### src/verilog/video_pkg.sv
`default_nettype none

package video_pkg;

    // Raster geometry, kept tiny for simulation
    localparam int HTOTAL    = 24;
    localparam int HACTIVE   = 16;
    localparam int VTOTAL    = 20;
    localparam int VACTIVE   = 16;
    localparam int TILE_COLS = HACTIVE / 8;

    // Sync pulses sit inside the blanking intervals
    localparam int HS_START = 18;
    localparam int HS_END   = 20;
    localparam int VS_START = 17;
    localparam int VS_END   = 18;

    // clk cycles per pxl2_cen, pxl_cen is half that rate
    localparam int CEN_DIV = 4;
    localparam int CEN_W   = $clog2(2 * CEN_DIV);

    localparam int COL_W    = $clog2(TILE_COLS);
    localparam int LB_AW    = $clog2(HACTIVE);
    localparam int PAL_SIZE = 128;

    typedef logic [4:0] hpos_t;
    typedef logic [4:0] vpos_t;

    typedef struct packed {
        logic       hflip;
        logic [2:0] rsvd;
        logic [2:0] pal;
        logic [8:0] code;
    } map_word_t;

    typedef logic [5:0]  map_addr_t;
    // Tile code, then line inside the tile
    typedef logic [11:0] char_addr_t;
    // Leftmost pixel in the top nibble
    typedef logic [31:0] char_row_t;

    typedef struct packed {
        logic [2:0] pal;
        logic [3:0] nib;
    } pix_t;

    typedef struct packed {
        logic [4:0] b;
        logic [4:0] g;
        logic [4:0] r;
    } colour_t;

endpackage

`default_nettype wire

### src/verilog/linebuf_if.sv
`default_nettype none

// Pixel path from the fetcher through the line buffer to the mixer
interface linebuf_if import video_pkg::*; ();

    logic  wr_en;
    hpos_t wr_addr;
    pix_t  wr_pix;
    hpos_t rd_addr;
    // Valid one clk after rd_addr
    pix_t  rd_pix;

    modport writer (
        output wr_en, wr_addr, wr_pix
    );

    modport reader (
        output rd_addr,
        input  rd_pix
    );

    modport store (
        input  wr_en, wr_addr, wr_pix, rd_addr,
        output rd_pix
    );

endinterface

`default_nettype wire

### src/verilog/video_cen.sv
`default_nettype none

module video_cen import video_pkg::*; (
    input  wire  clk,
    input  wire  reset,
    output logic pxl2_cen,
    output logic pxl_cen
);

    logic [CEN_W-1:0] cnt;

    // Free-running divider, both enables are single clk pulses
    always_ff @(posedge clk) begin
        if (reset) begin
            cnt      <= '0;
            pxl2_cen <= 1'b0;
            pxl_cen  <= 1'b0;
        end else begin
            cnt      <= cnt + 1'b1;
            pxl2_cen <= cnt[CEN_W-2:0] == (CEN_W-1)'(CEN_DIV - 1);
            // Every second pxl2_cen
            pxl_cen  <= cnt == CEN_W'(CEN_DIV - 1);
        end
    end

endmodule

`default_nettype wire

### src/verilog/video_timing.sv
`default_nettype none

module video_timing import video_pkg::*; (
    input  wire   clk,
    input  wire   reset,
    input  wire   pxl_cen,
    output hpos_t hdump,
    output vpos_t vdump,
    output vpos_t vrender,
    output logic  hstart,
    output logic  LHBL,
    output logic  LVBL,
    output logic  HS,
    output logic  VS
);

    always_ff @(posedge clk) begin
        if (reset) begin
            hdump   <= '0;
            vdump   <= '0;
            vrender <= vpos_t'(1);
            hstart  <= 1'b0;
        end else begin
            hstart <= 1'b0;
            if (pxl_cen) begin
                if (hdump == hpos_t'(HTOTAL - 1)) begin
                    hdump  <= '0;
                    hstart <= 1'b1;
                    // vrender always runs one line ahead
                    vdump  <= vrender;
                    if (vrender == vpos_t'(VTOTAL - 1)) begin
                        vrender <= '0;
                    end else begin
                        vrender <= vrender + 1'b1;
                    end
                end else begin
                    hdump <= hdump + 1'b1;
                end
            end
        end
    end

    // Blanking signals are high in the visible area
    assign LHBL = hdump < hpos_t'(HACTIVE);
    assign LVBL = vdump < vpos_t'(VACTIVE);

    assign HS = hdump >= hpos_t'(HS_START) && hdump < hpos_t'(HS_END);
    assign VS = vdump >= vpos_t'(VS_START) && vdump <= vpos_t'(VS_END);

endmodule

`default_nettype wire

### src/verilog/char_fetch.sv
`default_nettype none

module char_fetch import video_pkg::*; (
    input  wire            clk,
    input  wire            reset,
    input  wire            hstart,
    input  wire vpos_t     vrender,
    output map_addr_t      map_addr,
    output logic           map_cs,
    input  wire map_word_t map_data,
    input  wire            map_ok,
    output char_addr_t     char_addr,
    output logic           char_cs,
    input  wire char_row_t char_data,
    input  wire            char_ok,
    linebuf_if.writer      lb
);

    typedef enum logic [1:0] {
        IDLE,
        MAP_RD,
        CHAR_RD,
        DRAW
    } state_t;

    state_t           state;
    logic [COL_W-1:0] col;
    logic [2:0]       px;
    vpos_t            line;
    logic [2:0]       pal;
    logic             hflip;
    char_row_t        row_sr;
    logic             last_px;
    logic             last_col;

    assign last_px  = px == 3'd7;
    assign last_col = col == COL_W'(TILE_COLS - 1);

    always_ff @(posedge clk) begin
        if (reset) begin
            state   <= IDLE;
            map_cs  <= 1'b0;
            char_cs <= 1'b0;
            col     <= '0;
            px      <= '0;
        end else begin
            case (state)
                IDLE: begin
                    // Lines in vertical blanking are not fetched
                    if (hstart && vrender < vpos_t'(VACTIVE)) begin
                        state  <= MAP_RD;
                        map_cs <= 1'b1;
                        col    <= '0;
                    end
                end
                MAP_RD: begin
                    if (map_ok) begin
                        map_cs  <= 1'b0;
                        char_cs <= 1'b1;
                        state   <= CHAR_RD;
                    end
                end
                CHAR_RD: begin
                    if (char_ok) begin
                        char_cs <= 1'b0;
                        px      <= '0;
                        state   <= DRAW;
                    end
                end
                DRAW: begin
                    px <= px + 1'b1;
                    if (last_px) begin
                        if (last_col) begin
                            state <= IDLE;
                        end else begin
                            col    <= col + 1'b1;
                            map_cs <= 1'b1;
                            state  <= MAP_RD;
                        end
                    end
                end
                default: state <= IDLE;
            endcase
        end
    end

    // Addresses and tile attributes
    always_ff @(posedge clk) begin
        if (state == IDLE && hstart) begin
            line     <= vrender;
            map_addr <= map_addr_t'(vrender[4:3] * TILE_COLS);
        end
        if (state == DRAW && last_px && !last_col) begin
            map_addr <= map_addr + 1'b1;
        end
        if (state == MAP_RD && map_ok) begin
            char_addr <= {map_data.code, line[2:0]};
            pal       <= map_data.pal;
            hflip     <= map_data.hflip;
        end
        if (state == CHAR_RD && char_ok) begin
            row_sr <= char_data;
        end else if (state == DRAW) begin
            row_sr <= row_sr << 4;
        end
    end

    // One pixel per clk, right to left when flipped
    assign lb.wr_en   = state == DRAW;
    assign lb.wr_addr = hpos_t'({col, hflip ? ~px : px});
    assign lb.wr_pix  = {pal, row_sr[31:28]};

endmodule

`default_nettype wire

### src/verilog/char_linebuf.sv
`default_nettype none

module char_linebuf import video_pkg::*; (
    input  wire      clk,
    input  wire      reset,
    input  wire      hstart,
    linebuf_if.store lb
);

    pix_t mem [0:1][0:HACTIVE-1];
    // Bank being written this line
    logic bank;

    always_ff @(posedge clk) begin
        if (reset) begin
            bank <= 1'b0;
        end else if (hstart) begin
            bank <= ~bank;
        end
    end

    // The mixer reads what was written during the previous line
    always_ff @(posedge clk) begin
        if (lb.wr_en) begin
            mem[bank][lb.wr_addr[LB_AW-1:0]] <= lb.wr_pix;
        end
        lb.rd_pix <= mem[~bank][lb.rd_addr[LB_AW-1:0]];
    end

endmodule

`default_nettype wire

### src/verilog/char_colmix.sv
`default_nettype none

module char_colmix import video_pkg::*; (
    input  wire          clk,
    input  wire          reset,
    input  wire          pxl_cen,
    input  wire hpos_t   hdump,
    input  wire          LHBL,
    input  wire          LVBL,
    input  wire          pal_we,
    input  wire pix_t    pal_addr,
    input  wire colour_t pal_din,
    linebuf_if.reader    lb,
    output logic [4:0]   red,
    output logic [4:0]   green,
    output logic [4:0]   blue,
    output logic         LHBL_dly,
    output logic         LVBL_dly
);

    colour_t pal_ram [0:PAL_SIZE-1];
    colour_t pal_rd;
    pix_t    pix_s1;
    logic    hbl_s1;
    logic    vbl_s1;

    assign lb.rd_addr = hdump;

    // CPU palette port and lookup
    always_ff @(posedge clk) begin
        if (pal_we) begin
            pal_ram[pal_addr] <= pal_din;
        end
        pal_rd <= pal_ram[pix_s1];
        if (pxl_cen) begin
            pix_s1 <= lb.rd_pix;
        end
    end

    // Two pixel stages from hdump to the RGB outputs
    always_ff @(posedge clk) begin
        if (reset) begin
            hbl_s1   <= 1'b0;
            vbl_s1   <= 1'b0;
            LHBL_dly <= 1'b0;
            LVBL_dly <= 1'b0;
            red      <= '0;
            green    <= '0;
            blue     <= '0;
        end else if (pxl_cen) begin
            hbl_s1   <= LHBL;
            vbl_s1   <= LVBL;
            LHBL_dly <= hbl_s1;
            LVBL_dly <= vbl_s1;
            // Nibble 0 is transparent
            if (hbl_s1 && vbl_s1 && pix_s1.nib != 4'd0) begin
                red   <= pal_rd.r;
                green <= pal_rd.g;
                blue  <= pal_rd.b;
            end else begin
                red   <= '0;
                green <= '0;
                blue  <= '0;
            end
        end
    end

endmodule

`default_nettype wire

### src/verilog/char_video.sv
`default_nettype none

module char_video import video_pkg::*; (
    input  wire            clk,
    input  wire            reset,
    output wire            pxl2_cen,
    output wire            pxl_cen,
    output wire [4:0]      red,
    output wire [4:0]      green,
    output wire [4:0]      blue,
    output wire            LHBL_dly,
    output wire            LVBL_dly,
    output wire            HS,
    output wire            VS,
    // Tile map ROM
    output wire map_addr_t map_addr,
    output wire            map_cs,
    input  wire map_word_t map_data,
    input  wire            map_ok,
    // Character ROM
    output wire char_addr_t char_addr,
    output wire            char_cs,
    input  wire char_row_t char_data,
    input  wire            char_ok,
    // Palette write port
    input  wire            pal_we,
    input  wire pix_t      pal_addr,
    input  wire colour_t   pal_din
);

    wire hpos_t hdump;
    wire vpos_t vrender;
    wire        hstart;
    wire        LHBL;
    wire        LVBL;

    linebuf_if lb();

    video_cen u_cen(
        .clk        ( clk       ),
        .reset      ( reset     ),
        .pxl2_cen   ( pxl2_cen  ),
        .pxl_cen    ( pxl_cen   )
    );

    video_timing u_timing(
        .clk        ( clk       ),
        .reset      ( reset     ),
        .pxl_cen    ( pxl_cen   ),
        .hdump      ( hdump     ),
        .vdump      (           ),
        .vrender    ( vrender   ),
        .hstart     ( hstart    ),
        .LHBL       ( LHBL      ),
        .LVBL       ( LVBL      ),
        .HS         ( HS        ),
        .VS         ( VS        )
    );

    char_fetch u_fetch(
        .clk        ( clk       ),
        .reset      ( reset     ),
        .hstart     ( hstart    ),
        .vrender    ( vrender   ),
        .map_addr   ( map_addr  ),
        .map_cs     ( map_cs    ),
        .map_data   ( map_data  ),
        .map_ok     ( map_ok    ),
        .char_addr  ( char_addr ),
        .char_cs    ( char_cs   ),
        .char_data  ( char_data ),
        .char_ok    ( char_ok   ),
        .lb         ( lb.writer )
    );

    char_linebuf u_linebuf(
        .clk        ( clk       ),
        .reset      ( reset     ),
        .hstart     ( hstart    ),
        .lb         ( lb.store  )
    );

    char_colmix u_colmix(
        .clk        ( clk       ),
        .reset      ( reset     ),
        .pxl_cen    ( pxl_cen   ),
        .hdump      ( hdump     ),
        .LHBL       ( LHBL      ),
        .LVBL       ( LVBL      ),
        .pal_we     ( pal_we    ),
        .pal_addr   ( pal_addr  ),
        .pal_din    ( pal_din   ),
        .lb         ( lb.reader ),
        .red        ( red       ),
        .green      ( green     ),
        .blue       ( blue      ),
        .LHBL_dly   ( LHBL_dly  ),
        .LVBL_dly   ( LVBL_dly  )
    );

endmodule

`default_nettype wire

### config.mk
export PLATFORM = sky130hd
export DESIGN_NAME = char_video
export DESIGN_NICKNAME = d
export VERILOG_FILES = /design/src/verilog/video_pkg.sv /design/src/verilog/linebuf_if.sv /design/src/verilog/video_cen.sv /design/src/verilog/video_timing.sv /design/src/verilog/char_fetch.sv /design/src/verilog/char_linebuf.sv /design/src/verilog/char_colmix.sv /design/src/verilog/char_video.sv
export SDC_FILE = /design/constraint.sdc
export NUM_CORES = 2
export LEC_CHECK = 0
export BUFFER_PORTS_ARGS = -buffer_cell sky130_fd_sc_hd__buf_2
export CORE_UTILIZATION = 30
export CTS_BUF_LIST = sky130_fd_sc_hd__clkbuf_8
export DETAILED_ROUTE_END_ITERATION = 12
export HOLD_SLACK_MARGIN = 0.03
export RECOVER_POWER = 100
export SLEW_MARGIN = 40
export SYNTH_ARGS = -nofsm -noshare
export SYNTH_HDL_FRONTEND = slang
export SYNTH_SLANG_ARGS = --single-unit
### constraint.sdc
create_clock -name clk -period 4.4 [get_ports clk]
set_input_delay 0.88 -clock clk [delete_from_list [all_inputs] [get_ports clk]]
set_output_delay 0.88 -clock clk [all_outputs]
set_load 0.03 [all_outputs]
==> run summary <==
top_reg_cell synth -> edfxtp_1
main combinational cell family by area after synthesis -> multiplexers
adder-cell share of the synthesized area -> 0.157%
CP Data Arrival Time -> 4.87 ns
Pwr Density -> 417 mW/mm^2
# Post-CTS Setup Buffers -> 0
compound-cell area share of the yosys netlist -> 2.74%
share of power burned in combinational logic -> 2.7%
clock sinks -> 2279
mux share of post-synthesis cell area -> 16.1%
Hold Crit Class -> in2reg
Post-Syn Area -> 0.0878 mm^2
GRT Overall Usage -> 14.5%
worst skew pair latency -> 0.99 ns
Final nets -> 4884
top post-synthesis cells by area -> edfxtp_1 75%, mux4_2 11%, mux2i_1 4.1%, dfxtp_1 1.6%, nor2_1 0.89%
routed wire length -> 217000 um
Initial Utilization -> 30.2%
CTS buffer count -> 359
clock slew at reported path FFs -> 0.06 ns
Simple-Gate Fraction of Synth Area -> 2.46%
count of final max-slew check failures -> 1424
Mapped Cells -> 4270
clock root cell -> clkbuf_8
clock buffer depth -> 4
Crit. End Element -> flip-flop
Leak -> 31.8 nW
core area -> 0.291 mm^2
status -> finished, violations left
wire per inst -> 24.2 um
share of cells above drive strength 1 -> 22.2%
DR DRC count -> 0
commonest non-fill, non-tap cell in the layout -> edfxtp_1
first-pass GRT wire length -> 313000 um
CP Max Fanout -> 36
Die Y-Extent -> 543 um
DRT iter0 DRCs -> 4495
post-cts repair resize count -> 0
syn_nets -> 4356
Sequential Power Share -> 57.2%
max-capacitance violation count -> 29
die footprint -> 0.295 mm^2
switch share -> 21.7%
IO Count -> 116
endpoints failing hold -> 0
detailed placement HPWL -> 130000 um
Area Growth Syn to Fin -> 14.4%
Yosys cell types -> 50
slowest stage delay, CP -> 0.94 ns
post-synthesis xor/xnor area fraction -> 0.120%
Max Clock Skew -> 0.125 ns
vias in the first global route -> 44900
Startpoint Class -> flip-flop
Cell Int Power -> 32.8 mW
Seq cells post-synth -> 2279
Post-synth ARST share -> 0%
CTS tree -> built
via count -> 44000
RSZ-0062 raised after global routing -> no
initial antenna violation count -> 6
pin count of the biggest net entering global routing -> 98
GPL Wtd Cong -> 0.815
Avg Inst Size Synth -> 20.6 um^2
Pre-antenna DRT Iters -> 7
crit-path cells -> clkbuf_2, mux4_2, a221oi_1, o21ai_0, a22oi_1, a21oi_1
# setup viols final -> 0
leading area contributor after synthesis -> edfxtp_1
gr ovfl total -> 0
P_sw -> 9.10 mW
relative slew slack -> -154%
Setup TNS -> 0 ns
Fmax -> 248 MHz
WS Path Type -> reg2reg
vias per cell -> 4.91
post-route clock period utilization -> 91.8%
area share of the largest cell type after synthesis -> 75.5%
Tmin final -> 4.04 ns
fraction of the yosys area taken by sequential cells -> 77.1%
Syn. warnings -> 0
dpl ws -> 0.719 ns
worst ir drop on vdd -> 0.240 mV
H-tree levels -> 5
CP required -> 5.23 ns
Worst Tran Pin Value -> 3.81 ns
commonest non-fill, non-tap cells in the layout -> 2208 x edfxtp_1, 434 x mux4_2, 372 x clkbuf_8
row count -> 198
Post-CTS Hold Buffers -> 0
failing checks -> max-capacitance violations, max-slew violations
critical path's slowest cell -> clkbuf_2
EDFF count, synth -> 2208
Clock Power Share -> 40.1%
Die Wd -> 543 um
port bufs -> 112
Final ANT Viol Nets -> 0
worst setup margin -> 0.363 ns
[logic make-up after synthesis]
logic type                 after synthesis
DFF                                   2279
buffers and inverters                  246
AOI/OAI and AO/OA                      358
xor gates and xnor gates                12
muxes                                  861
and+or+nand+nor                        503
adders and majority gates               11
[path summary, 6_finish.rpt]
check | startpoint | end | slack [ns] | depth (start not counted)
min | map_data[0] | u_fetch.char_addr[3] | 0.15 | 1
max | u_colmix.pix_s1[1] | u_colmix.pal_rd[13] | 0.36 | 6
min reg2reg | u_cen.cnt[0] | u_cen.cnt[0] | 0.43 | 1
max reg2reg | u_colmix.pix_s1[1] | u_colmix.pal_rd[13] | 0.36 | 6
[worst max-delay path: cells and delay by family, from the launching register on]
family	cells	cell delay [ns]
compound gates	4	1.72
buf+inv	1	0.94
flops	1	0.82
mux	1	0.43
[power groups by stage]
stage,Combinational (mW),Clock (mW),Sequential (mW)
after floorplan,0.452,0,24.4
after global placement,1.09,0,24.4
after detailed placement,1.16,0,24.4
after CTS,1.16,17.2,24.0
after global routing,1.20,18.1,24.0
final,1.12,16.8,24.0
[state kept, by name, summed over array words and instances (netlist names), 6 cells and up]
signal	count
u_colmix.pal_ram	1920
u_colmix.pal_rd	15
u_colmix.pix_s1	7
u_fetch.char_addr	12
u_fetch.map_addr	6
u_fetch.row_sr	32
u_linebuf.lb.rd_pix	7
u_linebuf.mem	224
[metal layers]
layer	routed length [um]	part of all wire [%]	global-route usage [%]	vias up
met2	101000	46	22.7	1760
li1	-	-	-	18700
met4	7140	3.3	5.09	0
met5	0	0	0	-
met3	16300	7.5	2.87	380
met1	93100	43	20.0	23200
[through the flow]
stage | area [um^2] | utilization (%) | hold WS (ns) | std cells | power, mW
after floorplan | 87800 | - | 0.386 | 4270 | 24.9
after global placement | 94600 | 32.5 | 0.389 | 8321 | 25.5
after detailed placement | 94800 | 32.6 | 0.397 | 8333 | 25.6
after CTS | 101000 | 34.8 | 0.0696 | 8954 | 42.3
after global routing | 100000 | 34.5 | 0.0863 | 8959 | 43.3
final | 100000 | 34.5 | 0.155 | 8959 | 41.9
[layout make-up]
class,instances,area [um^2]
timing repair buffer,403,2300
clock buffer,372,5120
clock inverter,249,1440
fill,27300,191000
multi-input combinational,1745,19000
inverter,10,37.5
tap,3900,4880
sequential,2279,67700
antenna,1,2.50
[Yosys cell counts (34+ instances only)]
cell	count
buf_2	41
nand2_1	175
mux4_2	434
a22oi_1	70
o21ai_0	63
a21oi_1	60
dfxtp_1	71
mux2i_1	363
buf_4	36
mux2_2	63
o211ai_1	34
nor2_1	209
edfxtp_1	2208
a221oi_1	44
clkbuf_1	117
a41oi_1	35
Note: power is estimated with default switching activity, not from simulation.
